[config.mk]
export PLATFORM = sky130hd
export DESIGN_NAME = reg_file
export DESIGN_NICKNAME = d
export VERILOG_FILES = /design/src/verilog/ls_isa_pkg.sv /design/src/verilog/ls_bus_pkg.sv /design/src/verilog/reg_file.sv
export SDC_FILE = /design/constraint.sdc
export NUM_CORES = 1
export LEC_CHECK = 0
export BUFFER_PORTS_ARGS = -buffer_cell sky130_fd_sc_hd__buf_4
export CAP_MARGIN = 30
export CORE_AREA = 3 3 177 247
export DETAILED_ROUTE_END_ITERATION = 12
export DIE_AREA = 0 0 180 250
export SKIP_CTS_REPAIR_TIMING = 1
export SYNTH_ARGS = -nofsm -noshare
export SYNTH_HDL_FRONTEND = slang
export SYNTH_SLANG_ARGS = --single-unit
[constraint.sdc]
create_clock -name CLK -period 14.1 [get_ports CLK]
set_input_delay 4.23 -clock CLK [delete_from_list [all_inputs] [get_ports CLK]]
set_output_delay 4.23 -clock CLK [all_outputs]
set_load 0.02 [all_outputs]
[src/verilog/ls_isa_pkg.sv]
// *********************************************************************
// Load/store operation encoding for an eight-register 32-bit core
// Field order is fixed by the 15-bit operation word on the issue strobe
// *********************************************************************

package ls_isa_pkg;

  // The core has eight general registers
  localparam int REG_COUNT = 8;

  // Index of one of the eight registers
  typedef logic [2:0] reg_sel_t;

  // Access size codes as carried in the operation word
  // Code 3 is a full word access that becomes a swap when wr is also set
  typedef enum logic [1:0] {
    SIZE_BYTE = 2'd0,
    SIZE_HALF = 2'd1,
    SIZE_WORD = 2'd2,
    SIZE_SWAP = 2'd3
  } ls_size_e;

  // Operation word, most significant field first
  typedef struct packed {
    // Store when set, load when clear
    logic     wr;
    // Write the updated pointer back to ptr_sel
    logic     upd;
    ls_size_e size;
    // Offset in units of the access size
    // Sign-extended with upd, zero-extended without it
    logic [4:0] imm;
    // Register that supplies the base address
    reg_sel_t ptr_sel;
    // Store source, and load destination
    reg_sel_t data_sel;
  } ls_op_t;

endpackage
[src/verilog/ls_bus_pkg.sv]
// *********************************************************************
// Data bus, writeback and memory sizing shared by the load/store path
// RAM and peripheral indices wrap; there is no range or alignment check
// *********************************************************************

package ls_bus_pkg;

  // Local data RAM, indexed by address bits 7:2
  localparam int RAM_WORDS = 64;
  localparam int RAM_AW = $clog2(RAM_WORDS);

  // Peripheral register bank, indexed by address bits 5:2
  localparam int PERIPH_WORDS = 16;
  localparam int PERIPH_AW = $clog2(PERIPH_WORDS);

  // Cycles the bridge waits before completing a peripheral access
  localparam int PERIPH_WAIT = 4;
  localparam int WAIT_CNT_W = $clog2(PERIPH_WAIT + 1);

  // One bus word, seen as a whole, as two halves or as four bytes
  typedef union packed {
    logic [31:0] w;
    logic [1:0][15:0] h;
    logic [3:0][7:0] b;
  } bus_word_u;

  // Request to the data RAM or the peripheral bridge
  typedef struct packed {
    // Word-aligned address, the low two bits are always zero
    logic [31:0] addr;
    logic cs;
    logic wr;
    logic swap;
    // One bit per byte lane, lane 0 is bits 7:0
    logic [3:0] mask;
    bus_word_u data;
    // Destination register for returned data
    ls_isa_pkg::reg_sel_t wb_sel;
  } dbus_req_t;

  // One register file write
  typedef struct packed {
    logic vld;
    ls_isa_pkg::reg_sel_t sel;
    logic [31:0] data;
  } rf_wr_t;

endpackage

[src/verilog/reg_file.sv]
// *********************************************************************
// Eight-entry register file with prioritized writes
// Same-register writes in one cycle keep only the highest-priority one
// *********************************************************************

`timescale 1ns/1ps

module reg_file (
  input  logic                 CLK,
  input  logic                 RST,
  input  ls_isa_pkg::reg_sel_t ptr_sel,
  input  ls_isa_pkg::reg_sel_t data_sel,
  output logic [31:0]          ptr_data,
  output logic [31:0]          store_data,
  input  ls_bus_pkg::rf_wr_t   ptr_wb,
  input  ls_bus_pkg::rf_wr_t   load_wb,
  input  ls_bus_pkg::rf_wr_t   periph_wb
);

  import ls_isa_pkg::*;

  logic [31:0] regs [REG_COUNT];

  // Both read ports are combinational
  assign ptr_data   = regs[ptr_sel];
  assign store_data = regs[data_sel];

  // Peripheral data wins over load data, which wins over a pointer update
  always_ff @(posedge CLK or posedge RST)
  begin
    if (RST)
    begin
      for (int i = 0; i < REG_COUNT; i++)
      begin
        regs[i] <= 32'd0;
      end
    end
    else
    begin
      for (int i = 0; i < REG_COUNT; i++)
      begin
        if (periph_wb.vld && (periph_wb.sel == reg_sel_t'(i)))
          regs[i] <= periph_wb.data;
        else if (load_wb.vld && (load_wb.sel == reg_sel_t'(i)))
          regs[i] <= load_wb.data;
        else if (ptr_wb.vld && (ptr_wb.sel == reg_sel_t'(i)))
          regs[i] <= ptr_wb.data;
      end
    end
  end

endmodule

==> out/results.tsv <==
stage	metric	value	unit
critical_path	arrival	6.62	ns
floorplan	fp.dieH	250	um
floorplan	die_w	180	um
place	port_buffers	179	
yosys	synthArstFlopShare	100	%
critical_path	cp_num_buf_inv	3	
layout	top_regs	regs: 256 flops	
drt	route.antenna.remaining_nets	0	
floorplan	dieArea	0.0450	mm^2
sta	fin_skew	0	ns
layout	final_area	0.0215	mm^2
clocking	cts-root-buf	clkbuf_16	
grt	grt_pass1_wl	122	mm
drt	dr.pass1.iters	5	
run_status	outcome	complete, no violations	
sta	relSlewSlack	37.5	%
critical_path	crit_start	data_sel[0]	
critical_path	cpPeakStageDelay	0.65	ns
clocking	ctsHtreeMaxLevel	1	
drt	via_per_inst	7.60	
sta	hold_violations	0	
min_path	min_path_type	reg2reg	
yosys	synth_top_area_share	33.6	%
drt	drt_iter0_markers	2437	
critical_path	start_kind	input port	
critical_path	crit_fanout	39	
power_and_ir_drop	leakage	0.00939	uW
sta	finalCriticalPeriod	10.85	ns
layout	mostFrequentLayoutCells	mux2i_1 (256), nor4_1 (256), nor2_1 (256), dfrtp_1 (256), a211oi_1 (234)	
sta	maxSlewViolCount	0	
drt	drc	0	
sta	max_freq	92.1	MHz
clocking	cts_tree	built	
drt	wirelength	83.4	mm
yosys	syn_nets	1950	
place	detailed_place_hpwl	44.5	mm
layout	syn_to_final_growth	12.7	%
floorplan	row_count	88	
critical_path	critPathSlowestCell	buf_4	
critical_path	crit_family	buffers and inverters	
sta	fin_tns_setup	0	ns
place	dp_slack	3.22	ns
yosys	synthTopCellsByArea	dfrtp_1 (34%), mux4_2 (15%), mux2i_1 (13%)	
job	cap_violations	0	
sta	fin_ws	3.25	ns
yosys	yosysWarnings	0	
critical_path	cp.required	9.87	ns
yosys	avgSynthCellArea	10.4	um^2
yosys	synth_largest_area_cell	dfrtp_1	
floorplan	start_util	46.0	%
clocking	cts_max_path_buffers	3	
sta	finalSetupViolations	0	
layout	largest_reg_flops	256	
critical_path	worstSetupPathType	in2out	
power_and_ir_drop	power_density	128	mW/mm^2
layout	nets	1901	
layout	max_flop_register	regs	
yosys	synthCells	1834	
sta	period_share	77.0	%
sta	tightest_slew	0.938	ns
grt	grt_usage	35.8	%
yosys	synth_edf_count	0	
place	place.gp.congestion	0.825	
floorplan	coreArea	0.0415	mm^2
clocking	numCtsBuffers	29	
power_and_ir_drop	ir_drop	0.000100	V
grt	grt_overflow	0	
sta	rsz0062_at_grt	false	
yosys	synthFlopType	dfrtp_1	
yosys	ys_seq_elements	256	
grt	grt_pass1_vias	18223	
grt	antenna_found_initial	5	
drt	num_vias	17876	
min_path	worstHoldStart	regs[227]	
critical_path	critPathMostFrequentCell	buf_4	
critical_path	path_cells	buf_4 -> buf_4 -> mux4_2 -> mux2_2 -> buf_4	
yosys	synthDistinctLibCells	30	
clocking	worstSkewPairLatency	0.58	ns
critical_path	critPathCaptureType	primary output	
place	dpl_cell_area	0.0205	mm^2
yosys	yosysSeqAreaShare	33.6	%
floorplan	io_pins	180	
drt	wl_per_cell	35.5	um
layout	drive_gt1_share	29.8	%
critical_path	timing.rr.start	regs[232]	
yosys	synth.cell_area	0.0191	mm^2
clocking	cts_sinks	256	
clocking	cts.clk_slew.worst_paths	0.06	ns
grt	grt_max_degree	139	
[routing by layer]
metal,GRT usage (%),vias up,wire length [um]
li1,-,7035,-
met1,43.2,9001,29300
met2,56.6,1399,38800
met3,8.86,441,9140
met4,24.2,0,6180
met5,0,-,0
[synthesized netlist by cell type (2+ instances only)]
cell type and n:
o21a_2 2, nor4bb_1 6, nor2_1 256, buf_1 55
dfrtp_1 256, clkbuf_1 141, a211oi_1 234, a211oi_2 22
nand4bb_1 4, buf_4 12, nand4_1 2, buf_2 87
and4_1 3, nor4_1 256, buf_6 11, o21a_1 6
mux2i_1 256, nor4b_2 2, mux2_2 64, clkbuf_2 7
and4b_1 9, mux4_2 128, nand4b_1 5, or4bb_1 2
and4bb_2 3
[layout make-up]
type                            count  area (um^2)
Sequential cell                   256         6410
Multi-Input combinational cell   1264        11400
Clock buffer                       40          847
Inverter                            1         11.3
Antenna cell                        5         12.5
Timing Repair Buffer              233         1930
Tap cell                          540          676
Clock inverter                     13          174
Fill cell                        3643        20000
[stage by stage]
| step | instances | total power (uW) | hold WS [ns] | utilization (%) |
|---|---|---|---|---|
| 2_1_floorplan | 1834 | 1610 | 0.603 | - |
| 3_5_place_dp | 2294 | 1910 | 0.639 | 49.3 |
| 4_1_cts | 2347 | 2740 | 0.653 | 51.8 |
| 5_1_grt | 2351 | 2850 | 0.688 | 51.8 |
| 6_report | 2352 | 2760 | 0.656 | 51.8 |
| 3_3_place_gp | 2280 | 1880 | 0.630 | 48.7 |
[final timing paths]
kind	cells past startpoint	slack, ns	endpoint
max	5	3.25	store_data[16]
min	2	0.66	regs[227]
max reg2reg	2	13.10	regs[232]
min reg2reg	2	0.66	regs[227]
max in group asynchronous	3	8.85	regs[39]
min in group asynchronous	2	3.83	regs[145]
[worst register-to-register path, stage by stage (launching register included)]
cell and delay, ns:
dfrtp_1 0.42, nor4_1 0.37, a211oi_2 0.08
[power breakdown]
group	leakage (uW)	switching (uW)	internal, uW	total, uW
Sequential	0.00280	149	896	1050
Clock	0.000503	346	491	837
Combinational	0.00608	420	455	874
Total	0.00939	915	1840	2760
[cell families after synthesis]
kind of cell | synth area share, %
AO/OA/AOI/OAI | 11.0
flip-flops | 33.6
buffers and inverters | 7.46
multiplexers | 32.3
AND/OR/NAND/NOR | 15.7
(Power assumes the default switching activity.)
