[config.mk]
export PLATFORM = sky130hd
export DESIGN_NAME = periph_bridge_ctrl
export DESIGN_NICKNAME = d
export VERILOG_FILES = /design/src/verilog/ls_isa_pkg.sv /design/src/verilog/ls_bus_pkg.sv /design/src/verilog/periph_bridge_ctrl.sv
export SDC_FILE = /design/constraint.sdc
export NUM_CORES = 1
export LEC_CHECK = 0
export ABC_AREA = 1
export BUFFER_PORTS_ARGS = -buffer_cell sky130_fd_sc_hd__buf_2
export CAP_MARGIN = 40
export CORE_MARGIN = 3
export CORE_UTILIZATION = 30
export DETAILED_ROUTE_END_ITERATION = 8
export GPL_TIMING_DRIVEN = 0
export PLACE_DENSITY = 0.43
export RECOVER_POWER = 25
export REMOVE_ABC_BUFFERS = 1
export SLEW_MARGIN = 20
export SYNTH_ARGS = -nofsm -noshare
export SYNTH_HDL_FRONTEND = slang
export SYNTH_SLANG_ARGS = --single-unit
[constraint.sdc]
create_clock -name CLK -period 21.4 [get_ports CLK]
set_clock_uncertainty 0.05 [all_clocks]
set_input_delay 3.21 -clock CLK [delete_from_list [all_inputs] [get_ports CLK]]
set_output_delay 3.21 -clock CLK [all_outputs]
set_load 0.01 [all_outputs]
[src/verilog/ls_isa_pkg.sv]
// *********************************************************************
// Load/store operation encoding for an eight-register 32-bit core
// Field order is fixed by the 15-bit operation word on the issue strobe
// *********************************************************************

package ls_isa_pkg;

  // The core has eight general registers
  localparam int REG_COUNT = 8;

  // Index of one of the eight registers
  typedef logic [2:0] reg_sel_t;

  // Access size codes as carried in the operation word
  // Code 3 is a full word access that becomes a swap when wr is also set
  typedef enum logic [1:0] {
    SIZE_BYTE = 2'd0,
    SIZE_HALF = 2'd1,
    SIZE_WORD = 2'd2,
    SIZE_SWAP = 2'd3
  } ls_size_e;

  // Operation word, most significant field first
  typedef struct packed {
    // Store when set, load when clear
    logic     wr;
    // Write the updated pointer back to ptr_sel
    logic     upd;
    ls_size_e size;
    // Offset in units of the access size
    // Sign-extended with upd, zero-extended without it
    logic [4:0] imm;
    // Register that supplies the base address
    reg_sel_t ptr_sel;
    // Store source, and load destination
    reg_sel_t data_sel;
  } ls_op_t;

endpackage
[src/verilog/ls_bus_pkg.sv]
// *********************************************************************
// Data bus, writeback and memory sizing shared by the load/store path
// RAM and peripheral indices wrap; there is no range or alignment check
// *********************************************************************

package ls_bus_pkg;

  // Local data RAM, indexed by address bits 7:2
  localparam int RAM_WORDS = 64;
  localparam int RAM_AW = $clog2(RAM_WORDS);

  // Peripheral register bank, indexed by address bits 5:2
  localparam int PERIPH_WORDS = 16;
  localparam int PERIPH_AW = $clog2(PERIPH_WORDS);

  // Cycles the bridge waits before completing a peripheral access
  localparam int PERIPH_WAIT = 4;
  localparam int WAIT_CNT_W = $clog2(PERIPH_WAIT + 1);

  // One bus word, seen as a whole, as two halves or as four bytes
  typedef union packed {
    logic [31:0] w;
    logic [1:0][15:0] h;
    logic [3:0][7:0] b;
  } bus_word_u;

  // Request to the data RAM or the peripheral bridge
  typedef struct packed {
    // Word-aligned address, the low two bits are always zero
    logic [31:0] addr;
    logic cs;
    logic wr;
    logic swap;
    // One bit per byte lane, lane 0 is bits 7:0
    logic [3:0] mask;
    bus_word_u data;
    // Destination register for returned data
    ls_isa_pkg::reg_sel_t wb_sel;
  } dbus_req_t;

  // One register file write
  typedef struct packed {
    logic vld;
    ls_isa_pkg::reg_sel_t sel;
    logic [31:0] data;
  } rf_wr_t;

endpackage

[src/verilog/periph_bridge_ctrl.sv]
// *********************************************************************
// Slow peripheral bridge in front of a 16-word register bank
// One access at a time; reads and swaps return the whole bank word
// *********************************************************************

`timescale 1ns/1ps

module periph_bridge_ctrl (
  input  logic                  CLK,
  input  logic                  RST,
  input  ls_bus_pkg::dbus_req_t req,
  output logic                  timer_start,
  input  logic                  timer_done,
  output logic                  busy,
  output ls_bus_pkg::rf_wr_t    periph_wb
);

  import ls_bus_pkg::*;

  typedef enum logic [1:0] {
    ST_IDLE,
    ST_WAIT,
    ST_COMPLETE
  } br_state_e;

  br_state_e            state_q;
  dbus_req_t            lat_q;
  bus_word_u            bank [PERIPH_WORDS];
  logic [PERIPH_AW-1:0] idx;

  // A new request is only accepted from idle, and it starts the timer
  assign timer_start = (state_q == ST_IDLE) && req.cs;
  assign busy        = (state_q != ST_IDLE);
  assign idx         = lat_q.addr[PERIPH_AW+1:2];

  always_ff @(posedge CLK or posedge RST)
  begin
    if (RST)
      state_q <= ST_IDLE;
    else
    begin
      case (state_q)
        ST_IDLE:     if (req.cs) state_q <= ST_WAIT;
        ST_WAIT:     if (timer_done) state_q <= ST_COMPLETE;
        default:     state_q <= ST_IDLE;
      endcase
    end
  end

  // Hold the request for the whole access
  always_ff @(posedge CLK)
  begin
    if (timer_start)
      lat_q <= req;
  end

  // The masked write lands at the edge that leaves the complete state
  always_ff @(posedge CLK or posedge RST)
  begin
    if (RST)
    begin
      for (int i = 0; i < PERIPH_WORDS; i++)
      begin
        bank[i] <= '0;
      end
    end
    else if ((state_q == ST_COMPLETE) && lat_q.wr)
    begin
      for (int j = 0; j < 4; j++)
      begin
        if (lat_q.mask[j])
          bank[idx].b[j] <= lat_q.data.b[j];
      end
    end
  end

  // Read before that write, so a swap returns the old word
  assign periph_wb = '{vld:  (state_q == ST_COMPLETE) && (!lat_q.wr || lat_q.swap),
                       sel:  lat_q.wb_sel,
                       data: bank[idx].w};

endmodule

==> impl_metrics.env <==
export IMPL_crit_buf_inv=9
export IMPL_cp_end_kind="output port"
export IMPL_drive_above_1_share=0.07670
export IMPL_power_switching_w=0.0007948
export IMPL_post_place_ws_ns=13.49
export IMPL_cts_clk_slew_worst_paths_ns=0.06
export IMPL_worst_slack_ns=7.793
export IMPL_worst_pin_slew_ns=8.985
export IMPL_startpoint="idx[0]$_DFFE_PP_"
export IMPL_cp_top_family="buffers and inverters"
export IMPL_dieArea_sq_mm=0.09020
export IMPL_syn_area_per_cell_sq_um=7.708
export IMPL_io_pins=115
export IMPL_track_usage=0.1709
export IMPL_max_clock_freq_mhz=73.49
export IMPL_maxSlewViolCount=404
export IMPL_setup_violations_final=0
export IMPL_cp_slowest_stage_delay_ns=6.07
export IMPL_cts_tree="yes"
export IMPL_root_buffer="clkbuf_16"
export IMPL_die_h_microns=300.3
export IMPL_maxCapViolations=5
export IMPL_yosys_warnings=0
export IMPL_die_w_microns=300.3
export IMPL_fin_nets=3450
export IMPL_ys_seq_area_frac=0.5469
export IMPL_fin_crit_sh=0.6358
export IMPL_pwr_share_clk=0.412
export IMPL_ant_nets=0
export IMPL_drt_first_pass_iters=5
export IMPL_slew_headroom=-4.990
export IMPL_wire_per_inst_microns=16.46
export IMPL_vdd_drop_max_uv=53.88
export IMPL_fill_cells=9264
export IMPL_grt_pass1_vias=20236
export IMPL_cts_buffer_depth=3
export IMPL_initialDrtViolationCount=1354
export IMPL_pwr_share_seq=0.445
export IMPL_ys_types=21
export IMPL_cp_max_fo=157
export IMPL_p_per_area_mw_per_mm2=94.00
export IMPL_insertion_delay_ns=0.60
export IMPL_antenna_cells=0
export IMPL_crit_type="flip-flop to output port"
export IMPL_crit_cells=16
export IMPL_routed_via_density=4.459
export IMPL_drcViolationCount=0
export IMPL_synth_seq_cells=559
export IMPL_gp_congestion=0.7100
export IMPL_grt_max_degree=158
export IMPL_fin_cells=4573
export IMPL_outcome="finished, violations left"
export IMPL_hold_buffers=0
export IMPL_p_int_w=0.001998
export IMPL_worstReg2RegEnd="bank[41]$_DFFE_PP0P_"
export IMPL_hold_path_class="flip-flop to flip-flop"
export IMPL_row_count=107
export IMPL_grt_remaining_overflow=0
export IMPL_reg2reg_slack_ns=9.17
export IMPL_cp_start_kind="flip-flop"
export IMPL_numCtsBuffers=69
export IMPL_cts_resized=0
export IMPL_hold_violations=0
export IMPL_crit_top_cell="nand2_1"
export IMPL_critPathSlowestCell="clkbuf_1"
export IMPL_placed_cells=4446
export IMPL_grt_pass1_wl_microns=121400
export IMPL_power_frac_comb=0.143
export IMPL_netSwitchingFraction=0.2846
export IMPL_place_hpwl_microns=45950
export IMPL_cp_required_ns=18.14
export IMPL_violations="capacitance limit, slew limit"
export IMPL_leakagePower_nw=15.03
export IMPL_h_tree_depth=3
export IMPL_placed_cell_area_sq_mm=0.02779
export IMPL_post_cts_buffers=0
export IMPL_endpoint="periph_wb[9]"
export IMPL_areaGrowthSynthToFinish_pct=14.32
export IMPL_core_sq_mm=0.08555
export IMPL_reg2reg_depth=12
export IMPL_fin_area_sq_mm=0.02971
export IMPL_min_period_ns=13.61
export IMPL_synth_cells=3372
export IMPL_path_cells="clkbuf_1, clkbuf_1, buf_8, buf_8, buf_8, clkinvlp_2, clkbuf_1, nand2_1, nand2_1, nand2_1, nand2_1, nand2_1, nand2_1, inv_1, nand2_1, buf_2"
export IMPL_cp_arrival_ns=10.35
export IMPL_syn_cell_area_sq_mm=0.02599
export IMPL_rsz0062_at_grt="false"
export IMPL_reg2reg_from="idx[0]$_DFFE_PP_"
export IMPL_cts_sinks=559
export IMPL_io_buffers=86
export IMPL_wl_microns=75270
export IMPL_antenna_found_initial=2
export IMPL_vias=20390
export IMPL_initial_core_util=0.3038
## tightest hold or removal path, delay by kind of cell, from the launching register on
family	cells	cell delay [ns]
AND/OR/NAND/NOR	1	0.05
AO/OA/AOI/OAI	1	0.05
flip-flops	1	0.34
## logic make-up (layout without fill, tap and decap cells)
family | after synthesis | in the layout | share of synthesized area
AO/OA/AOI/OAI | 514 | 514 | 0.09912
buffers and inverters | 314 | 371 | 0.05372
flip-flops | 559 | 559 | 0.5469
AND/OR/NAND/NOR | 1985 | 1985 | 0.3003
## stage by stage
step | TNS (ns) | hold WS (ns) | utilization | total power (W)
floorplan | 0 | 0.4029 | - | 0.001494
global placement | -1895.19 | 0.4150 | 0.3143 | 0.001641
detailed placement | 0 | 0.4224 | 0.3248 | 0.001679
CTS | 0 | 0.4360 | 0.3507 | 0.002857
global route | 0 | 0.4457 | 0.3473 | 0.002961
finish | 0 | 0.4288 | 0.3473 | 0.002793
## flip-flops by register name, summed over array words and instances, names as in the netlist
register,cells
bank,512
idx,4
lat_q,38
periph_wb,3
state_q,2
## Yosys cell counts
library cell | count | area [sq um]
buf_2 | 139 | 695.7
buf_4 | 3 | 22.52
a211oi_1 | 1 | 7.510
nand2_1 | 1918 | 7199
nor2_2 | 3 | 18.77
inv_1 | 111 | 416.7
nand2_4 | 22 | 247.7
o21ai_1 | 41 | 205.2
nand2_2 | 22 | 137.6
o21ai_0 | 471 | 2357
inv_2 | 2 | 7.510
nand3_4 | 1 | 17.52
clkbuf_1 | 48 | 180.2
edfxtp_1 | 45 | 1351
o22ai_1 | 1 | 6.260
buf_1 | 6 | 22.52
buf_6 | 4 | 45.04
dfrtp_1 | 514 | 12860
inv_4 | 1 | 6.260
nor2_4 | 15 | 168.9
nor2_1 | 4 | 15.01
## power by group through the flow
stage	combinational, W	sequential [W]	clock [W]
after CTS	0.000419	0.00124	0.00120
after floorplan	0.000228	0.00127	0
final	0.000399	0.00124	0.00115
after global placement	0.000343	0.00130	0
after global routing	0.000464	0.00126	0.00124
after detailed placement	0.000418	0.00126	0
## metal layers
| layer | GRT usage | part of all wire |
|---|---|---|
| met1 | 0.2440 | 0.49 |
| met2 | 0.2765 | 0.46 |
| met3 | 0.02426 | 0.031 |
| met4 | 0.03541 | 0.017 |
| met5 | 0 | 0 |
## layout make-up
cell class	instances	area (sq um)	share of cell area
tap	1144	1431	0.04817
clock buffer	106	2017	0.06788
timing repair buffer	130	1172	0.03946
inverter	114	431.7	0.01453
clock inverter	21	197.7	0.006653
sequential	559	14210	0.4784
multi-input combinational	2499	10250	0.3449
## cell usage in the layout (no fill, tap or decap), types with 4 or more instances in the layout
cell	synthesis	layout
buf_2	139	82
clkinv_2	0	4
dfrtp_1	514	514
clkbuf_8	0	13
nand2_2	22	15
edfxtp_1	45	45
clkbuf_1	48	34
inv_6	0	4
inv_2	2	5
inv_1	111	106
buf_16	0	13
nand2_1	1918	1936
buf_8	0	20
nor2_4	15	11
o21ai_1	41	19
clkinv_1	0	8
o21ai_0	471	493
nor2_1	4	9
nand2_4	22	11
clkbuf_16	0	70
## worst min path at each step
stage / depth (start not counted) / start / slack [ns] / endpoint
final: 2 / bank[486]$_DFFE_PP0P_ / 0.43 / bank[486]$_DFFE_PP0P_
after global routing: 2 / bank[231]$_DFFE_PP0P_ / 0.45 / bank[231]$_DFFE_PP0P_
after CTS: 2 / bank[334]$_DFFE_PP0P_ / 0.44 / bank[334]$_DFFE_PP0P_
after detailed placement: 2 / bank[413]$_DFFE_PP0P_ / 0.42 / bank[413]$_DFFE_PP0P_
after global placement: 2 / bank[207]$_DFFE_PP0P_ / 0.42 / bank[207]$_DFFE_PP0P_
after floorplan: 2 / bank[256]$_DFFE_PP0P_ / 0.40 / bank[256]$_DFFE_PP0P_
Note: power is estimated with default switching activity, not from simulation.
