### src/verilog/ls_isa_pkg.sv
// *********************************************************************
// Load/store operation encoding for an eight-register 32-bit core
// Field order is fixed by the 15-bit operation word on the issue strobe
// *********************************************************************

package ls_isa_pkg;

  // The core has eight general registers
  localparam int REG_COUNT = 8;

  // Index of one of the eight registers
  typedef logic [2:0] reg_sel_t;

  // Access size codes as carried in the operation word
  // Code 3 is a full word access that becomes a swap when wr is also set
  typedef enum logic [1:0] {
    SIZE_BYTE = 2'd0,
    SIZE_HALF = 2'd1,
    SIZE_WORD = 2'd2,
    SIZE_SWAP = 2'd3
  } ls_size_e;

  // Operation word, most significant field first
  typedef struct packed {
    // Store when set, load when clear
    logic     wr;
    // Write the updated pointer back to ptr_sel
    logic     upd;
    ls_size_e size;
    // Offset in units of the access size
    // Sign-extended with upd, zero-extended without it
    logic [4:0] imm;
    // Register that supplies the base address
    reg_sel_t ptr_sel;
    // Store source, and load destination
    reg_sel_t data_sel;
  } ls_op_t;

endpackage
### src/verilog/ls_bus_pkg.sv
// *********************************************************************
// Data bus, writeback and memory sizing shared by the load/store path
// RAM and peripheral indices wrap; there is no range or alignment check
// *********************************************************************

package ls_bus_pkg;

  // Local data RAM, indexed by address bits 7:2
  localparam int RAM_WORDS = 64;
  localparam int RAM_AW = $clog2(RAM_WORDS);

  // Peripheral register bank, indexed by address bits 5:2
  localparam int PERIPH_WORDS = 16;
  localparam int PERIPH_AW = $clog2(PERIPH_WORDS);

  // Cycles the bridge waits before completing a peripheral access
  localparam int PERIPH_WAIT = 4;
  localparam int WAIT_CNT_W = $clog2(PERIPH_WAIT + 1);

  // One bus word, seen as a whole, as two halves or as four bytes
  typedef union packed {
    logic [31:0] w;
    logic [1:0][15:0] h;
    logic [3:0][7:0] b;
  } bus_word_u;

  // Request to the data RAM or the peripheral bridge
  typedef struct packed {
    // Word-aligned address, the low two bits are always zero
    logic [31:0] addr;
    logic cs;
    logic wr;
    logic swap;
    // One bit per byte lane, lane 0 is bits 7:0
    logic [3:0] mask;
    bus_word_u data;
    // Destination register for returned data
    ls_isa_pkg::reg_sel_t wb_sel;
  } dbus_req_t;

  // One register file write
  typedef struct packed {
    logic vld;
    ls_isa_pkg::reg_sel_t sel;
    logic [31:0] data;
  } rf_wr_t;

endpackage

### src/verilog/load_store_unit.sv
// *********************************************************************
// Address generation, store steering and no-wait load return
// Low address bits only pick byte lanes, misalignment is never faulted
// *********************************************************************

`timescale 1ns/1ps

module load_store_unit (
  input  logic                  CLK,
  input  logic                  RST,
  input  logic                  op_vld,
  input  ls_isa_pkg::ls_op_t    op,
  output ls_isa_pkg::reg_sel_t  ptr_sel,
  output ls_isa_pkg::reg_sel_t  data_sel,
  input  logic [31:0]           ptr_data,
  input  logic [31:0]           store_data,
  output ls_bus_pkg::dbus_req_t ram_req,
  output ls_bus_pkg::dbus_req_t periph_req,
  input  ls_bus_pkg::bus_word_u ram_rdata,
  output ls_bus_pkg::rf_wr_t    ptr_wb,
  output ls_bus_pkg::rf_wr_t    load_wb
);

  import ls_isa_pkg::*;
  import ls_bus_pkg::*;

  // One load in flight: size, byte lane and destination register
  typedef struct packed {
    logic     vld;
    ls_size_e size;
    logic [1:0] lane;
    reg_sel_t sel;
  } ld_stage_t;

  logic [31:0] imm_ext;
  logic [31:0] offset;
  logic [31:0] addr_next;
  logic [31:0] issue_addr;
  logic        post_inc;
  logic        is_swap;
  logic        periph_space;
  logic        load_pend;
  logic [3:0]  mask;
  bus_word_u   wdata;

  logic        ram_cs_q;
  logic        periph_cs_q;
  dbus_req_t   req_q;
  logic        ptr_vld_q;
  reg_sel_t    ptr_sel_q;
  logic [31:0] ptr_data_q;
  ld_stage_t   ld_s1;
  ld_stage_t   ld_s2;
  ld_stage_t   ld_s3;
  bus_word_u   rd_word;
  logic [31:0] load_data;

  // Register reads go straight from the operation fields
  assign ptr_sel  = op.ptr_sel;
  assign data_sel = op.data_sel;

  // The immediate is signed only when the pointer is updated
  assign imm_ext = op.upd ? {{27{op.imm[4]}}, op.imm} : {27'd0, op.imm};

  // Scale the offset to bytes by the access size
  always_comb
  begin
    case (op.size)
      SIZE_BYTE: offset = imm_ext;
      SIZE_HALF: offset = {imm_ext[30:0], 1'b0};
      default:   offset = {imm_ext[29:0], 2'b00};
    endcase
  end

  assign addr_next = ptr_data + offset;

  // A non-negative update offset accesses the old pointer (post-increment)
  // A negative one accesses the new pointer (pre-decrement)
  assign post_inc   = op.upd && !offset[31];
  assign issue_addr = post_inc ? ptr_data : addr_next;

  // Bit 31 splits the map between the RAM and the slow peripheral space
  assign periph_space = issue_addr[31];
  assign is_swap      = op.wr && (op.size == SIZE_SWAP);

  // Plain loads and swaps in data space return a word on load_wb
  assign load_pend = !periph_space && (!op.wr || is_swap);

  // Replicate store data on every lane and enable only the addressed ones
  always_comb
  begin
    case (op.size)
      SIZE_BYTE:
      begin
        wdata.b = {4{store_data[7:0]}};
        mask    = 4'b0001 << issue_addr[1:0];
      end
      SIZE_HALF:
      begin
        wdata.h = {2{store_data[15:0]}};
        mask    = issue_addr[1] ? 4'b1100 : 4'b0011;
      end
      default:
      begin
        wdata.w = store_data;
        mask    = 4'b1111;
      end
    endcase
  end

  // Strobes of both requests, the pointer write and the load pipeline
  always_ff @(posedge CLK or posedge RST)
  begin
    if (RST)
    begin
      ram_cs_q    <= 1'b0;
      periph_cs_q <= 1'b0;
      ptr_vld_q   <= 1'b0;
      ld_s1       <= '0;
      ld_s2       <= '0;
      ld_s3       <= '0;
    end
    else
    begin
      ram_cs_q    <= op_vld && !periph_space;
      periph_cs_q <= op_vld && periph_space;
      ptr_vld_q   <= op_vld && op.upd;
      ld_s1.vld   <= op_vld && load_pend;
      ld_s1.size  <= op.size;
      ld_s1.lane  <= issue_addr[1:0];
      ld_s1.sel   <= op.data_sel;
      ld_s2       <= ld_s1;
      ld_s3       <= ld_s2;
    end
  end

  // Request and pointer payload only change with a new operation
  always_ff @(posedge CLK)
  begin
    if (op_vld)
    begin
      req_q.addr   <= {issue_addr[31:2], 2'b00};
      req_q.cs     <= 1'b0;
      req_q.wr     <= op.wr;
      req_q.swap   <= is_swap;
      req_q.mask   <= mask;
      req_q.data   <= wdata;
      req_q.wb_sel <= op.data_sel;
      ptr_sel_q    <= op.ptr_sel;
      ptr_data_q   <= addr_next;
    end
  end

  // Both buses see the same payload, only the chip select differs
  always_comb
  begin
    ram_req       = req_q;
    ram_req.cs    = ram_cs_q;
    periph_req    = req_q;
    periph_req.cs = periph_cs_q;
  end

  assign ptr_wb = '{vld: ptr_vld_q, sel: ptr_sel_q, data: ptr_data_q};

  // RAM data is valid one cycle after the request, hold it for alignment
  always_ff @(posedge CLK)
  begin
    if (ld_s2.vld)
    begin
      rd_word <= ram_rdata;
    end
  end

  // Zero-extend the addressed lane, words and swaps pass unchanged
  always_comb
  begin
    case (ld_s3.size)
      SIZE_BYTE: load_data = {24'd0, rd_word.b[ld_s3.lane]};
      SIZE_HALF: load_data = {16'd0, rd_word.h[ld_s3.lane[1]]};
      default:   load_data = rd_word.w;
    endcase
  end

  assign load_wb = '{vld: ld_s3.vld, sel: ld_s3.sel, data: load_data};

endmodule

### config.mk
export PLATFORM = sky130hd
export DESIGN_NAME = load_store_unit
export DESIGN_NICKNAME = d
export VERILOG_FILES = /design/src/verilog/ls_isa_pkg.sv /design/src/verilog/ls_bus_pkg.sv /design/src/verilog/load_store_unit.sv
export SDC_FILE = /design/constraint.sdc
export NUM_CORES = 1
export LEC_CHECK = 0
export BUFFER_PORTS_ARGS = -buffer_cell sky130_fd_sc_hd__buf_2
export CAP_MARGIN = 20
export CORE_ASPECT_RATIO = 1.4
export CORE_MARGIN = 2
export CORE_UTILIZATION = 54
export DETAILED_ROUTE_END_ITERATION = 8
export PLACE_DENSITY = 0.83
export SLEW_MARGIN = 20
export SYNTH_ARGS = -nofsm -noshare
export SYNTH_HDL_FRONTEND = slang
export SYNTH_SLANG_ARGS = --single-unit
### constraint.sdc
create_clock -name CLK -period 2.35 [get_ports CLK]
set_input_delay 0.1175 -clock CLK [delete_from_list [all_inputs] [get_ports CLK]]
set_output_delay 0.1175 -clock CLK [all_outputs]
set_load 0.005 [all_outputs]
==> flow_results.xml <==
<?xml version="1.0" encoding="UTF-8"?>
<metrics>
  <group name="routing">
    <metric name="met3_wirelength" unit="um">2380</metric>
    <metric name="routed_wire_length_per_instance" unit="um">20.8</metric>
    <metric name="route.layer.met1.wl" unit="um">10700</metric>
    <metric name="drc" unit="">0</metric>
    <metric name="detailedRoute.firstPassIterationCount" unit="">5</metric>
    <metric name="routed_length_on_met2" unit="um">16000</metric>
    <metric name="highest_routing_layer_actually_used" unit="">met4</metric>
    <metric name="finalWirelength" unit="um">30700</metric>
    <metric name="drtAntennaViolNets" unit="">0</metric>
    <metric name="route.vias.total" unit="">8416</metric>
    <metric name="route.detailed.vias_per_inst" unit="">5.70</metric>
    <metric name="drt_iter0_markers" unit="">759</metric>
  </group>
  <group name="clocking">
    <metric name="clock_sink_count" unit="">165</metric>
    <metric name="tritoncts.num_buffers" unit="">17</metric>
    <metric name="clockBufferDepth" unit="">2</metric>
    <metric name="worst_setup_hold_path_clk_slew" unit="ns">0.07</metric>
    <metric name="cts.htree.levels" unit="">4</metric>
    <metric name="worst_skew_pair.late_latency" unit="ns">0.43</metric>
    <metric name="clock_tree_from_tritoncts" unit="">yes</metric>
    <metric name="cts_root_buf" unit="">sky130_fd_sc_hd__clkbuf_16</metric>
  </group>
  <group name="power_and_ir_drop">
    <metric name="total_power_divided_by_cell_area" unit="mW/mm^2">652</metric>
    <metric name="irDropWorstVdd" unit="mV">0.405</metric>
    <metric name="total_leakage_power" unit="nW">5.80</metric>
  </group>
  <group name="worst_setup_path">
    <metric name="timing.critical_path.fanout_max" unit="">7</metric>
    <metric name="r2r.worst_path.cells" unit="">1</metric>
    <metric name="kind_of_end_point_of_the_critical_path" unit="">flop</metric>
    <metric name="critical_setup_path_kind" unit="">primary input to flop</metric>
    <metric name="required" unit="ns">2.53</metric>
    <metric name="arrival" unit="ns">2.59</metric>
    <metric name="start_kind" unit="">primary input</metric>
  </group>
  <group name="timing">
    <metric name="fin_crit" unit="ns">2.40</metric>
    <metric name="grt_setup_unrepaired" unit="">true</metric>
    <metric name="finalSetupViolations" unit="">3</metric>
    <metric name="finalCritPeriodShare" unit="%">102</metric>
    <metric name="max_transition_margin" unit="%">56.8</metric>
    <metric name="final_max_slew_viol_count" unit="">0</metric>
    <metric name="setup_ws" unit="ns">-0.0532</metric>
    <metric name="worst-slew-pin-transition" unit="ns">0.642</metric>
    <metric name="timing.final.hold_violations" unit="">0</metric>
    <metric name="timing.fmax" unit="MHz">416</metric>
    <metric name="final_tns_setup" unit="ns">-0.0892</metric>
    <metric name="clock-skew-final" unit="ns">0.00944</metric>
  </group>
  <group name="floorplanning">
    <metric name="dieArea" unit="mm^2">0.0182</metric>
    <metric name="start_util" unit="%">55.1</metric>
    <metric name="floorplan.core_area" unit="mm^2">0.0167</metric>
    <metric name="die_height" unit="um">159</metric>
    <metric name="dieWidth" unit="um">115</metric>
    <metric name="fp-row-count" unit="">56</metric>
    <metric name="floorplan.io_pins" unit="">340</metric>
  </group>
  <group name="global_route">
    <metric name="number_of_antenna_violations_at_the_first_check_in_global_routing" unit="">0</metric>
    <metric name="grt-ovfl-total" unit="">0</metric>
    <metric name="grt_max_degree" unit="">111</metric>
    <metric name="via_count_of_the_first_global_routing_pass" unit="">8290</metric>
    <metric name="grtUsageTotal" unit="%">32.8</metric>
    <metric name="grt_pass1_wl" unit="um">45700</metric>
  </group>
  <group name="status">
    <metric name="status" unit="">finished with violations</metric>
    <metric name="violations" unit="">setup timing</metric>
  </group>
  <group name="place">
    <metric name="port_buffers" unit="">335</metric>
    <metric name="dp_worst_setup_slack" unit="ns">-0.645</metric>
    <metric name="place.detailed.hpwl" unit="um">20000</metric>
    <metric name="gpl.final_weighted_congestion" unit="">0.901</metric>
  </group>
  <group name="final_layout">
    <metric name="areaGrowthSynthToFinish" unit="%">41.4</metric>
    <metric name="antennaDiodeCount" unit="">0</metric>
    <metric name="layout-drive-gt1-share" unit="%">47.0</metric>
    <metric name="finalNetCount" unit="">1389</metric>
    <metric name="n_fill_cell" unit="">1009</metric>
  </group>
  <group name="synthesis">
    <metric name="yosys.cell_types.count" unit="">73</metric>
    <metric name="synth_sequential_area_ratio" unit="%">52.2</metric>
    <metric name="synth_ff_type" unit="">sky130_fd_sc_hd__edfxtp_1</metric>
    <metric name="number_of_register_bits_inferred_by_synthesis" unit="">165</metric>
    <metric name="syn_area" unit="mm^2">0.00923</metric>
    <metric name="number_of_synthesized_flops_with_an_enable_pin" unit="">138</metric>
    <metric name="ys_async_sr_fraction" unit="%">16.4</metric>
    <metric name="post_synth_inst_count" unit="">846</metric>
    <metric name="ys_warnings" unit="">0</metric>
    <metric name="syn_area_per_cell" unit="um^2">10.9</metric>
  </group>
  <group name="hold_path">
    <metric name="hold_path_class" unit="">primary input to flop</metric>
    <metric name="whs_path_depth" unit="">2</metric>
  </group>
  <group name="run">
    <metric name="max_cap_violations" unit="">0</metric>
  </group>
</metrics>
cells in the final DEF (no fill, tap or decap), types with 6 or more instances in the layout:
| master | netlist | routed |
|---|---|---|
| sky130_fd_sc_hd__edfxtp_1 | 138 | 138 |
| sky130_fd_sc_hd__o21ai_2 | 0 | 9 |
| sky130_fd_sc_hd__buf_12 | 0 | 7 |
| sky130_fd_sc_hd__a21oi_1 | 32 | 24 |
| sky130_fd_sc_hd__dlygate4sd3_1 | 0 | 68 |
| sky130_fd_sc_hd__a211o_1 | 6 | 6 |
| sky130_fd_sc_hd__xor2_1 | 13 | 13 |
| sky130_fd_sc_hd__nand3_1 | 8 | 7 |
| sky130_fd_sc_hd__a22o_1 | 7 | 7 |
| sky130_fd_sc_hd__and2_1 | 27 | 24 |
| sky130_fd_sc_hd__a22oi_1 | 11 | 10 |
| sky130_fd_sc_hd__xnor2_1 | 38 | 38 |
| sky130_fd_sc_hd__inv_1 | 16 | 13 |
| sky130_fd_sc_hd__a31oi_1 | 6 | 6 |
| sky130_fd_sc_hd__nor3_1 | 9 | 7 |
| sky130_fd_sc_hd__o21ai_0 | 48 | 33 |
| sky130_fd_sc_hd__clkbuf_16 | 0 | 17 |
| sky130_fd_sc_hd__nor2_1 | 41 | 38 |
| sky130_fd_sc_hd__o21ai_1 | 5 | 8 |
| sky130_fd_sc_hd__a21o_1 | 9 | 9 |
| sky130_fd_sc_hd__nand2_1 | 109 | 108 |
| sky130_fd_sc_hd__buf_2 | 11 | 330 |
| sky130_fd_sc_hd__buf_4 | 88 | 125 |
| sky130_fd_sc_hd__o22ai_1 | 10 | 7 |
| sky130_fd_sc_hd__ha_4 | 0 | 7 |
| sky130_fd_sc_hd__mux2_2 | 26 | 26 |
| sky130_fd_sc_hd__dfrtp_1 | 27 | 27 |
| sky130_fd_sc_hd__mux2i_1 | 17 | 16 |
worst max-delay path, stage by stage:
cell and delay, ns:
sky130_fd_sc_hd__buf_4 0.16, sky130_fd_sc_hd__buf_12 0.12, sky130_fd_sc_hd__nand2_8 0.05, sky130_fd_sc_hd__inv_6 0.10, sky130_fd_sc_hd__ha_4 0.23, sky130_fd_sc_hd__a211o_1 0.27, sky130_fd_sc_hd__a41oi_2 0.23, sky130_fd_sc_hd__o41ai_4 0.12
sky130_fd_sc_hd__buf_4 0.17, sky130_fd_sc_hd__buf_4 0.14, sky130_fd_sc_hd__a21o_2 0.19, sky130_fd_sc_hd__a21o_1 0.18, sky130_fd_sc_hd__o21ai_2 0.13, sky130_fd_sc_hd__xnor2_1 0.11, sky130_fd_sc_hd__mux2_2 0.26
per-layer routing:
metal / up-vias / track usage, %
li1: 3780 / -
met1: 4031 / 36.4
met2: 500 / 57.3
met3: 105 / 7.67
met4: 0 / 17.1
met5: - / 0
where the power goes:
part	leakage (nW)	total (mW)	switching, mW	internal [mW]
combinational	3.87	2.12	1.08	1.04
sequential	1.66	3.69	0.151	3.54
clock	0.275	2.70	1.26	1.43
final cells by class:
| cell class | count | area, um^2 | share of cell area, % |
|---|---|---|---|
| flip-flops and latches | 165 | 4820 | 36.9 |
| multi-input cells | 529 | 3910 | 29.9 |
| repair buffers | 531 | 3420 | 26.2 |
| clock buffers | 18 | 439 | 3.37 |
| well taps | 203 | 254 | 1.95 |
| clock inverters | 14 | 141 | 1.08 |
| inverters | 16 | 67.6 | 0.518 |
worst paths after layout:
kind	start	endpoint	slack [ns]
max	op[13]	periph_req[65]$_DFFE_PP_	-0.05
min	store_data[12]	periph_req[15]$_DFFE_PP_	0.01
max reg2reg	ld_s2[7]$_DFF_PP0_	rd_word[9]$_DFFE_PP_	1.27
min reg2reg	ld_s1[7]$_DFF_PP0_	ld_s2[7]$_DFF_PP0_	0.34
max in group asynchronous	RST	periph_cs_q$_DFF_PP0_	1.77
min in group asynchronous	RST	load_wb[32]$_DFF_PP0_	0.30
logic make-up (layout without fill, tap and decap cells):
family	count (synthesis)	after routing	share of synthesized area [%]
other	1	4	0.0406
buffers and inverters	155	579	10.0
DFF	165	165	52.2
muxes	43	43	5.01
xor gates and xnor gates	52	52	5.01
adders and majority gates	19	19	2.55
and+or+nand+nor	232	232	11.7
AOI/OAI and AO/OA	179	179	13.4
through the flow:
| step | total power [mW] | cells | util, % | hold slack [ns] | area, um^2 |
|---|---|---|---|---|---|
| after floorplan | 4.80 | 849 | - | 0.149 | 9610 |
| after detailed placement | 5.59 | 1363 | 68.5 | 0.200 | 11500 |
| after CTS | 8.41 | 1468 | 76.8 | 0.000583 | 12900 |
| final | 8.51 | 1476 | 77.9 | 0.0148 | 13000 |
| after global routing | 8.83 | 1476 | 77.9 | 0.00362 | 13000 |
| after global placement | 5.54 | 1363 | 68.5 | 0.187 | 11500 |
repair_timing:
item / CTS / global route
endpoints found under the hold margin: 98 / 0
resized for setup: 23 / 31
cloned: 0 / 0
pin swaps: 19 / 28
setup endpoints to repair: 20 / 35
setup buffers: 5 / 8
hold buffers: 68 / 0
state kept, by name, summed over array words and instances (netlist names):
signal	flops
ld_s2	8
ld_s3	4
ld_s1	8
periph_req	71
periph_cs_q	1
ptr_data_q	32
ptr_sel_q	3
rd_word	32
ram_cs_q	1
ptr_vld_q	1
load_wb	4
Yosys cell counts, drive strengths merged, types with 4 or more instances:
cell type | count | area (um^2)
o21bai | 5 | 37.5
o21ai | 53 | 265
edfxtp | 138 | 4140
nor2 | 41 | 154
xnor2 | 39 | 349
a22oi | 11 | 82.6
or2 | 4 | 25.0
a21o | 10 | 76.3
mux2i | 17 | 170
o22ai | 10 | 62.6
dfrtp | 27 | 676
mux2 | 26 | 293
and2 | 27 | 169
ha | 14 | 175
nand3 | 8 | 40.0
clkbuf | 37 | 139
inv | 16 | 60.1
buf | 102 | 727
a21oi | 32 | 160
nor3 | 9 | 45.0
xor2 | 13 | 114
o211ai | 4 | 35.0
o21a | 4 | 30.0
a22o | 7 | 61.3
nand2 | 110 | 415
a31oi | 6 | 37.5
nand3b | 5 | 37.5
a211o | 6 | 52.6
and3 | 5 | 31.3
nor2b | 7 | 43.8
maj3 | 4 | 40.0
Note: power is estimated with default switching activity, not from simulation.
