**config.mk**
```make
export PLATFORM = sky130hd
export DESIGN_NAME = wait_timer
export DESIGN_NICKNAME = d
export VERILOG_FILES = /design/src/verilog/ls_isa_pkg.sv /design/src/verilog/ls_bus_pkg.sv /design/src/verilog/wait_timer.sv
export SDC_FILE = /design/constraint.sdc
export NUM_CORES = 1
export LEC_CHECK = 0
export BUFFER_PORTS_ARGS = -buffer_cell sky130_fd_sc_hd__buf_2
export CAP_MARGIN = 10
export CORE_AREA = 10 10 47 49
export CTS_CLUSTER_DIAMETER = 40
export DETAILED_ROUTE_END_ITERATION = 7
export DIE_AREA = 0 0 57 59
export PLACE_DENSITY = 0.36
export SYNTH_ARGS = -nofsm -noshare
export SYNTH_HDL_FRONTEND = slang
export SYNTH_SLANG_ARGS = --single-unit
```
**constraint.sdc**
```tcl
create_clock -name CLK -period 1.3 [get_ports CLK]
set_clock_uncertainty 0.05 [all_clocks]
set_input_delay 0.26 -clock CLK [delete_from_list [all_inputs] [get_ports CLK]]
set_output_delay 0.26 -clock CLK [all_outputs]
set_load 0.005 [all_outputs]
```
**src/verilog/ls_isa_pkg.sv**
```systemverilog
// *********************************************************************
// Load/store operation encoding for an eight-register 32-bit core
// Field order is fixed by the 15-bit operation word on the issue strobe
// *********************************************************************

package ls_isa_pkg;

  // The core has eight general registers
  localparam int REG_COUNT = 8;

  // Index of one of the eight registers
  typedef logic [2:0] reg_sel_t;

  // Access size codes as carried in the operation word
  // Code 3 is a full word access that becomes a swap when wr is also set
  typedef enum logic [1:0] {
    SIZE_BYTE = 2'd0,
    SIZE_HALF = 2'd1,
    SIZE_WORD = 2'd2,
    SIZE_SWAP = 2'd3
  } ls_size_e;

  // Operation word, most significant field first
  typedef struct packed {
    // Store when set, load when clear
    logic     wr;
    // Write the updated pointer back to ptr_sel
    logic     upd;
    ls_size_e size;
    // Offset in units of the access size
    // Sign-extended with upd, zero-extended without it
    logic [4:0] imm;
    // Register that supplies the base address
    reg_sel_t ptr_sel;
    // Store source, and load destination
    reg_sel_t data_sel;
  } ls_op_t;

endpackage
```
**src/verilog/ls_bus_pkg.sv**
```systemverilog
// *********************************************************************
// Data bus, writeback and memory sizing shared by the load/store path
// RAM and peripheral indices wrap; there is no range or alignment check
// *********************************************************************

package ls_bus_pkg;

  // Local data RAM, indexed by address bits 7:2
  localparam int RAM_WORDS = 64;
  localparam int RAM_AW = $clog2(RAM_WORDS);

  // Peripheral register bank, indexed by address bits 5:2
  localparam int PERIPH_WORDS = 16;
  localparam int PERIPH_AW = $clog2(PERIPH_WORDS);

  // Cycles the bridge waits before completing a peripheral access
  localparam int PERIPH_WAIT = 4;
  localparam int WAIT_CNT_W = $clog2(PERIPH_WAIT + 1);

  // One bus word, seen as a whole, as two halves or as four bytes
  typedef union packed {
    logic [31:0] w;
    logic [1:0][15:0] h;
    logic [3:0][7:0] b;
  } bus_word_u;

  // Request to the data RAM or the peripheral bridge
  typedef struct packed {
    // Word-aligned address, the low two bits are always zero
    logic [31:0] addr;
    logic cs;
    logic wr;
    logic swap;
    // One bit per byte lane, lane 0 is bits 7:0
    logic [3:0] mask;
    bus_word_u data;
    // Destination register for returned data
    ls_isa_pkg::reg_sel_t wb_sel;
  } dbus_req_t;

  // One register file write
  typedef struct packed {
    logic vld;
    ls_isa_pkg::reg_sel_t sel;
    logic [31:0] data;
  } rf_wr_t;

endpackage

```
**src/verilog/wait_timer.sv**
```systemverilog
// *********************************************************************
// Fixed-delay down counter for peripheral accesses
// *********************************************************************

`timescale 1ns/1ps

module wait_timer (
  input  logic CLK,
  input  logic RST,
  input  logic start,
  output logic done
);

  import ls_bus_pkg::*;

  logic [WAIT_CNT_W-1:0] cnt;

  // Load on start, then count to zero and flag the last step
  always_ff @(posedge CLK or posedge RST)
  begin
    if (RST)
    begin
      cnt  <= '0;
      done <= 1'b0;
    end
    else
    begin
      done <= 1'b0;
      if (start)
        cnt <= WAIT_CNT_W'(PERIPH_WAIT);
      else if (cnt != '0)
      begin
        cnt  <= cnt - 1'b1;
        done <= (cnt == WAIT_CNT_W'(1));
      end
    end
  end

endmodule

```
==> results of run 1 <==
## registers in the layout, indices dropped and copies added, names as in the netlist
| signal | cells |
|---|---|
| done | 1 |
| cnt | 3 |
## power groups by stage
stage	clock network [uW]	logic [uW]	registers (uW)
3_3_place_gp	0	245	197
5_1_grt	163	354	209
4_1_cts	159	256	195
3_5_place_dp	0	252	197
6_report	150	314	201
2_1_floorplan	0	174	190
## final timing paths
path | endpoint | slack (ns) | start | cells after the start
hold reg to reg | done$_DFF_PP0_ | 0.51 | cnt[2]$_DFFE_PP0P_ | 1
min in group asynchronous | cnt[2]$_DFFE_PP0P_ | 0.40 | RST | 3
setup reg to reg | cnt[0]$_DFFE_PP0P_ | 0.11 | cnt[0]$_DFFE_PP0P_ | 4
setup / recovery | cnt[0]$_DFFE_PP0P_ | 0.11 | cnt[0]$_DFFE_PP0P_ | 4
hold / removal | cnt[1]$_DFFE_PP0P_ | 0.21 | start | 2
max in group asynchronous | done$_DFF_PP0_ | 0.65 | RST | 3
## repair_timing
| item | CTS | global route |
|---|---|---|
| hold buffers | 1 | 0 |
| endpoints found under the hold margin | 4 | 0 |
| resized for setup | 0 | 6 |
| setup endpoints to repair | 0 | 2 |
## cell type report
| cell class | count | area, um2 |
|---|---|---|
| clock buffer | 3 | 22.5 |
| fill | 160 | 1060 |
| inverter | 3 | 11.3 |
| multi-input combinational | 13 | 144 |
| sequential | 4 | 100 |
| tap | 16 | 20.0 |
| timing repair buffer | 6 | 40.0 |
## cells by family (layout without fill, tap and decap cells)
| kind of cell | after synthesis | count (layout) |
|---|---|---|
| adders and majority gates | 3 | 3 |
| and+or+nand+nor | 7 | 7 |
| buffers and inverters | 3 | 12 |
| DFF | 4 | 4 |
| AOI/OAI and AO/OA | 2 | 2 |
| muxes | 1 | 1 |
## stage by stage
step,std cells,hold slack (ns),util
finish,45,0.207,0.241
detailed placement,41,0.0932,0.200
global placement,41,0.0899,0.200
floorplan,20,-0.0239,-
global route,45,0.198,0.241
CTS,45,0.194,0.223
## routing by layer
metal / GRT usage / vias up / wire length [um]
li1: - / 84 / -
met1: 0.0298 / 87 / 226
met2: 0.0512 / 4 / 231
met3: 0.0129 / 2 / 3
met4: 0.0705 / 0 / 27
met5: 0 / - / 0
## layout by cell type, fill, tap and decap left out
| cell | n |
|---|---|
| a211o_1 | 1 |
| a211oi_1 | 1 |
| buf_2 | 3 |
| buf_4 | 2 |
| clkbuf_4 | 3 |
| dfrtp_1 | 4 |
| dlygate4sd3_1 | 1 |
| ha_1 | 1 |
| ha_4 | 2 |
| inv_1 | 1 |
| inv_2 | 2 |
| mux2_4 | 1 |
| nand2b_4 | 1 |
| nor2_1 | 2 |
| nor2b_1 | 2 |
| nor3b_1 | 1 |
| nor4b_1 | 1 |
## worst max-delay path, cell delays in order (launching register included)
cell and delay, ns:
dfrtp_1 0.38, inv_2 0.11, ha_4 0.17, nand2b_4 0.06, mux2_4 0.29
==> run summary, run 1 <==
nets = 37
Unique masters post-synth = 11
gpl congestion = 0.715
outcome = finished, final reports clean
Fin. Hold Viols = 0
via count = 177
clock buffer count from CTS = 3
Period minus WS final = 1.19 ns
startpoint types = flop
Max-Cap Viols = 0
vias in the first global route = 198
worst hold path class = in -> reg
Post-Route WL = 488 um
Yosys warnings = 0
Place WS = 0.0240 ns
RSZ-0062 raised after global routing = no
synth-to-layout area growth = 46.7%
sw power = 221 uW
syn avg cell area = 11.5 um2
Flop pwr share = 0.302
Adder-Cell Fraction of Synth Area = 0.163
Yosys top cell area share = 0.435
share of layout cells above drive strength 1 = 0.483
antenna-violating nets left = 0
Row Count = 14
Final Setup Violations = 0
sw frac = 0.331
nets in the synthesized netlist = 26
GRT Overall Usage = 0.0368
synth top area cells = dfrtp_1 (43%), ha_1 (16%), mux2_4 (6.5%)
Post-synth EDFFs = 0
count leader, synth = dfrtp_1
design internal power = 445 uW
largest net degree at the start of global routing = 6
dominant synthesized flop cell = dfrtp_1
global-route wire length before repair = 834 um
Final Power = 666 uW
CTS tree = yes
vias per cell = 3.93
actual slew at the worst max-slew pin = 0.279 ns
GRT overflow = 0
fin. max-slew vios = 0
largest family of logic cells by synthesized area = simple AND/OR/NAND/NOR gates
Synth top cells by count = dfrtp_1 (4), ha_1 (3), inv_1 (3)
post-DP HPWL = 388 um
io pins = 4
H-tree Lvls = 1
combinational power share = 0.472
Placeable Area = 0.00140 mm2
post-synthesis mux area share = 0.0652
full die area = 0.00336 mm2
setup_tns = 0 ns
peak fanout along the critical path = 4
Setup Buffers After CTS = 0
Post-Syn Area = 230 um2
Starting Density = 0.164
fmax = 840 MHz
Port Buf Inserts = 3
async set or reset register ratio after synthesis = 1.00
Crit Path Class = reg -> reg
clk root buf = clkbuf_4
Post-DP Area = 280 um2
maximum vdd drop = 0.510 mV
clk buf depth = 2
wire length per cell = 10.8 um
Clk network pwr share = 0.226
Synth Area in Simple Gates = 0.217
DIE WIDTH = 57 um
First-pass DRT Iterations = 2
worst rel slew slack = 0.812
Synth Area in Compound Gates = 0.0707
initial antenna violation count = 0
WP data required = 1.36 ns
Clock Sinks = 4
Synth Instances = 20
critical path capture point type = flop
sequential area share after synthesis = 0.435
XOR/XNOR share of the synthesized area = 0
setup ws final = 0.110 ns
n_diodes = 0
DR iter-0 viols = 1
Yosys reg bits = 4
area leader, netlist = dfrtp_1
leakage power = 0.000160 uW
die span in y = 59 um
Worst-path clk slew = 0.04 ns
pwr/cell area = 1970 mW/mm2
Final Cycle Share = 0.916
Clk Latency, worst-skew pair = 0.23 ns
critical path data arrival time = 1.25 ns
DRC = 0
fin area = 338 um2
No activity file was read; power rests on OpenSTA's default activity.
==> inputs of run 2 (changes only) <==
PLACE_DENSITY = not set   (was 0.36)
==> run summary, run 2 (synthesis gave the netlist of run 1 again) <==
outcome = finished, final reports clean (unchanged)
clk buf depth = 2 (unchanged)
combinational power share = 0.411 (was 0.472)
worst hold path class = in -> reg (unchanged)
DIE WIDTH = 57 um (unchanged)
Flop pwr share = 0.322 (was 0.302)
Final Cycle Share = 0.950 (was 0.916)
vias in the first global route = 184 (was 198)
GRT overflow = 0 (unchanged)
Placeable Area = 0.00140 mm2 (unchanged)
Clk network pwr share = 0.267 (was 0.226)
Slowest cell on crit path = dfrtp_1 (unchanged)
share of layout cells above drive strength 1 = 0.357 (was 0.483)
actual slew at the worst max-slew pin = 0.240 ns (was 0.279 ns)
Period minus WS final = 1.24 ns (was 1.19 ns)
Largest Register = cnt (unchanged)
most frequent cells in the layout = dfrtp_1 (4), inv_1 (3), clkbuf_4 (3), buf_2 (3) (was dfrtp_1 (4), clkbuf_4 (3), buf_2 (3))
top flop regs = cnt (3), done (1) (unchanged)
fin. max-slew vios = 0 (unchanged)
worst rel slew slack = 0.838 (was 0.812)
WP data required = 1.37 ns (was 1.36 ns)
full die area = 0.00336 mm2 (unchanged)
Port Buf Inserts = 3 (unchanged)
Post-DP Area = 273 um2 (was 280 um2)
Post-Route WL = 451 um (was 488 um)
DR iter-0 viols = 2 (was 1)
Fin. Hold Viols = 0 (unchanged)
setup_tns = 0 ns (unchanged)
Clk Latency, worst-skew pair = 0.24 ns (was 0.23 ns)
via count = 176 (was 177)
design internal power = 400 uW (was 445 uW)
nets = 36 (was 37)
Crit Path Class = reg -> reg (unchanged)
RSZ-0062 raised after global routing = no (unchanged)
startpoint types = flop (unchanged)
fin area = 308 um2 (was 338 um2)
initial antenna violation count = 0 (unchanged)
GRT Overall Usage = 0.0324 (was 0.0368)
clk root buf = clkbuf_4 (unchanged)
io pins = 4 (unchanged)
maximum vdd drop = 0.485 mV (was 0.510 mV)
Reg2Reg Launch Point = cnt[1]$_DFFE_PP0P_ (was cnt[0]$_DFFE_PP0P_)
die span in y = 59 um (unchanged)
Row Count = 14 (unchanged)
clock buffer count from CTS = 3 (unchanged)
Setup Buffers After CTS = 0 (unchanged)
leakage power = 0.000153 uW (was 0.000160 uW)
commonest non-fill, non-tap cell in the layout = dfrtp_1 (unchanged)
fmax = 810 MHz (was 840 MHz)
Worst Setup SP = cnt[1]$_DFFE_PP0P_ (was cnt[0]$_DFFE_PP0P_)
max reg flops = 3 (unchanged)
peak fanout along the critical path = 4 (unchanged)
global-route wire length before repair = 765 um (was 834 um)
Starting Density = 0.164 (unchanged)
final core area utilization = 0.220 (was 0.241)
CP Cell Sequence = inv_1, ha_2, nand2b_4, mux2_4 (was inv_2, ha_4, nand2b_4, mux2_4)
sw frac = 0.329 (was 0.331)
critical path data arrival time = 1.30 ns (was 1.25 ns)
synth-to-layout area growth = 33.7% (was 46.7%)
largest net degree at the start of global routing = 6 (unchanged)
n_diodes = 0 (unchanged)
pwr/cell area = 1930 mW/mm2 (was 1970 mW/mm2)
vias per cell = 4.00 (was 3.93)
Max stage delay on crit path = 0.37 ns (was 0.38 ns)
CTS tree = yes (unchanged)
DRC = 0 (unchanged)
Worst-path clk slew = 0.03 ns (was 0.04 ns)
Buf/Inv on CP = 1 (unchanged)
HP Start = start (unchanged)
wire length per cell = 10.3 um (was 10.8 um)
Final Setup Violations = 0 (unchanged)
crit-path leading delay family = flip-flops (unchanged)
H-tree Lvls = 1 (unchanged)
Max-Cap Viols = 0 (unchanged)
antenna-violating nets left = 0 (unchanged)
gpl congestion = 0.698 (was 0.715)
First-pass DRT Iterations = 2 (unchanged)
Clock Sinks = 4 (unchanged)
sw power = 196 uW (was 221 uW)
critical path capture point type = flop (unchanged)
## run 2: routing by layer
| metal | track usage | part of all wire | vias to the layer above |
|---|---|---|---|
| li1 | - | - | 83 |
| met1 | 0.0285 | 0.46 | 84 |
| met2 | 0.0403 | 0.46 | 9 |
| met3 | 0.0279 | 0.084 | 0 |
| met4 | 0.0403 | 0 | 0 |
| met5 | 0 | 0 | - |
## run 2: worst paths after layout
kind	endpoint	slack [ns]	cells after the start
min	cnt[1]$_DFFE_PP0P_	0.21	2
max	cnt[0]$_DFFE_PP0P_	0.06	4
min in group asynchronous	done$_DFF_PP0_	0.39	3
max in group asynchronous	cnt[1]$_DFFE_PP0P_	0.64	3
max reg2reg	cnt[0]$_DFFE_PP0P_	0.06	4
min reg2reg	done$_DFF_PP0_	0.48	1
## run 2: timing repair
item | CTS | global route
gates resized for setup | 0 | 1
endpoints found under the setup margin | 0 | 1
endpoints found under the hold margin | 4 | 0
hold buffers | 1 | 0
## run 2: layout make-up
class                   count  area [um2]
fillers                   160        1090
multi-input cells          13         121
flip-flops and latches      4         100
repair buffers              5        32.5
clock buffers               3        22.5
well taps                  16        20.0
inverters                   3        11.3
## run 2: through the flow
stage	worst slack [ns]	hold WS (ns)	total power, uW	cells
floorplan	0.0941	-0.0239	364	20
global placement	0.0630	0.103	415	40
detailed placement	0.0346	0.102	427	40
CTS	0.0242	0.202	595	44
global route	0.0162	0.219	644	44
finish	0.0647	0.209	596	44
## run 2: power groups by stage
stage               clock (uW)  sequential (uW)  combinational [uW]
finish                     159              192                 245
global route               174              198                 272
CTS                        162              191                 242
detailed placement           0              191                 236
global placement             0              191                 225
floorplan                    0              190                 174
## run 2: worst register-to-register path, stage by stage, from the launching register on
cell and delay [ns]:
dfrtp_1 0.37, inv_1 0.10, ha_2 0.24, nand2b_4 0.07
mux2_4 0.29
==> inputs of run 3 (changes only) <==
CTS_CLUSTER_DIAMETER = not set   (was 40)
SETUP_SLACK_MARGIN = 0.3   (was not set)
==> run summary, run 3 (synthesis gave the netlist of run 1 again) <==
commonest non-fill, non-tap cell in the layout = dfrtp_1 (unchanged)
sw frac = 0.321 (was 0.329)
DR iter-0 viols = 2 (unchanged)
top flop regs = cnt (3), done (1) (unchanged)
most frequent cells in the layout = dfrtp_1 (4), clkbuf_4 (3), buf_2 (3) (was dfrtp_1 (4), inv_1 (3), clkbuf_4 (3), buf_2 (3))
vias per cell = 3.64 (was 4.00)
max reg flops = 3 (unchanged)
dpl cells = 40 (unchanged)
Fin. Hold Viols = 0 (unchanged)
CTS tree = yes (unchanged)
pwr/cell area = 1960 mW/mm2 (was 1930 mW/mm2)
Placeable Area = 0.00140 mm2 (unchanged)
synth-to-layout area growth = 43.5% (was 33.7%)
Largest Register = cnt (unchanged)
final core area utilization = 0.236 (was 0.220)
Clock Sinks = 4 (unchanged)
wire length per cell = 9.58 um (was 10.3 um)
Clk Latency, worst-skew pair = 0.23 ns (was 0.24 ns)
Starting Density = 0.164 (unchanged)
clk root buf = clkbuf_4 (unchanged)
clock buffer count from CTS = 3 (unchanged)
Multi-input gate area = 136 um2 (was 121 um2)
critical path capture point type = flop (unchanged)
initial antenna violation count = 0 (unchanged)
critical path data arrival time = 1.22 ns (was 1.30 ns)
GRT Overall Usage = 0.0304 (was 0.0324)
global-route wire length before repair = 703 um (was 765 um)
First-pass DRT Iterations = 2 (unchanged)
actual slew at the worst max-slew pin = 0.281 ns (was 0.240 ns)
Period minus WS final = 1.15 ns (was 1.24 ns)
Non-Filler Instances = 45 (was 44)
combinational power share = 0.455 (was 0.411)
sw power = 208 uW (was 196 uW)
fin. max-slew vios = 0 (unchanged)
io pins = 4 (unchanged)
nets = 37 (was 36)
Worst-path clk slew = 0.04 ns (was 0.03 ns)
RSZ-0062 raised after global routing = yes (was no)
DIE WIDTH = 57 um (unchanged)
gpl congestion = 0.622 (was 0.698)
Final Cycle Share = 0.886 (was 0.950)
fmax = 868 MHz (was 810 MHz)
worst rel slew slack = 0.810 (was 0.838)
design internal power = 440 uW (was 400 uW)
leakage power = 0.000161 uW (was 0.000153 uW)
antenna-violating nets left = 0 (unchanged)
startpoint types = flop (unchanged)
Row Count = 14 (unchanged)
H-tree Lvls = 1 (unchanged)
DRC = 0 (unchanged)
full die area = 0.00336 mm2 (unchanged)
Final Setup Violations = 0 (unchanged)
final hold slack = 0.198 ns (was 0.209 ns)
outcome = finished, final reports clean (unchanged)
Port Buf Inserts = 3 (unchanged)
share of layout cells above drive strength 1 = 0.483 (was 0.357)
die span in y = 59 um (unchanged)
maximum vdd drop = 0.275 mV (was 0.485 mV)
Max-Cap Viols = 0 (unchanged)
fill count = 162 (was 160)
post-DP HPWL = 324 um
Flop pwr share = 0.311 (was 0.322)
register area = 100 um2 (unchanged)
GRT overflow = 0 (unchanged)
Post-Route WL = 431 um (was 451 um)
Crit Path Class = reg -> reg (unchanged)
via count = 164 (was 176)
worst hold path class = in -> reg (unchanged)
vias in the first global route = 190 (was 184)
n_diodes = 0 (unchanged)
Clk network pwr share = 0.234 (was 0.267)
clk buf depth = 2 (unchanged)
WP data required = 1.36 ns (was 1.37 ns)
peak fanout along the critical path = 4 (unchanged)
largest net degree at the start of global routing = 6 (unchanged)
setup_tns = 0 ns (unchanged)
## run 3: power by group through the flow
stage	Sequential [uW]	Clock (uW)	Combinational [uW]
6_report	202	152	295
5_1_grt	208	167	331
4_1_cts	201	161	293
3_5_place_dp	197	0	238
3_3_place_gp	198	0	236
2_1_floorplan	194	0	183
## run 3: per-stage QoR
stage,instance area (um2),power (uW),worst slack (ns)
3_3_place_gp,280,434,0.0641
5_1_grt,330,706,0.111
6_report,330,648,0.148
3_5_place_dp,280,435,0.0617
4_1_cts,330,655,0.145
2_1_floorplan,238,378,0.116
## run 3: repair_timing
| action | 4_1_cts | 5_1_grt |
|---|---|---|
| endpoints found under the setup margin | 5 | 5 |
| setup buffers | 1 | 0 |
| pin swaps | 0 | 0 |
| hold buffers | 1 | 0 |
| resized for setup | 3 | 0 |
| hold endpoints to repair | 4 | 0 |
## run 3: worst max-delay path, cell delays in order, from the launching register on
cell and delay, ns:
dfrtp_1 0.39, inv_2 0.09, ha_4 0.16, nand2b_4 0.06, mux2_4 0.28
## run 3: final timing paths
path                                    start                  to  slack (ns)  cells past startpoint
setup / recovery           cnt[1]$_DFFE_PP0P_  cnt[0]$_DFFE_PP0P_        0.15                      4
hold / removal                          start  cnt[1]$_DFFE_PP0P_        0.20                      2
setup reg to reg           cnt[1]$_DFFE_PP0P_  cnt[0]$_DFFE_PP0P_        0.15                      4
hold reg to reg            cnt[2]$_DFFE_PP0P_      done$_DFF_PP0_        0.49                      1
max in group asynchronous                 RST      done$_DFF_PP0_        0.65                      3
min in group asynchronous                 RST  cnt[1]$_DFFE_PP0P_        0.40                      3
## run 3: cell type report
class / instances / area share
tap: 16 / 0.0606
multi-input combinational: 13 / 0.413
inverter: 3 / 0.0341
clock buffer: 3 / 0.0682
timing repair buffer: 6 / 0.121
sequential: 4 / 0.303
## run 3: per-layer routing
metal  GRT usage  up-vias  routed length [um]
met4      0.0403        0                   0
li1            -       85                   -
met2      0.0512        3                 238
met1      0.0180       76                 165
met3      0.0215        0                  27
met5           0        -                   0
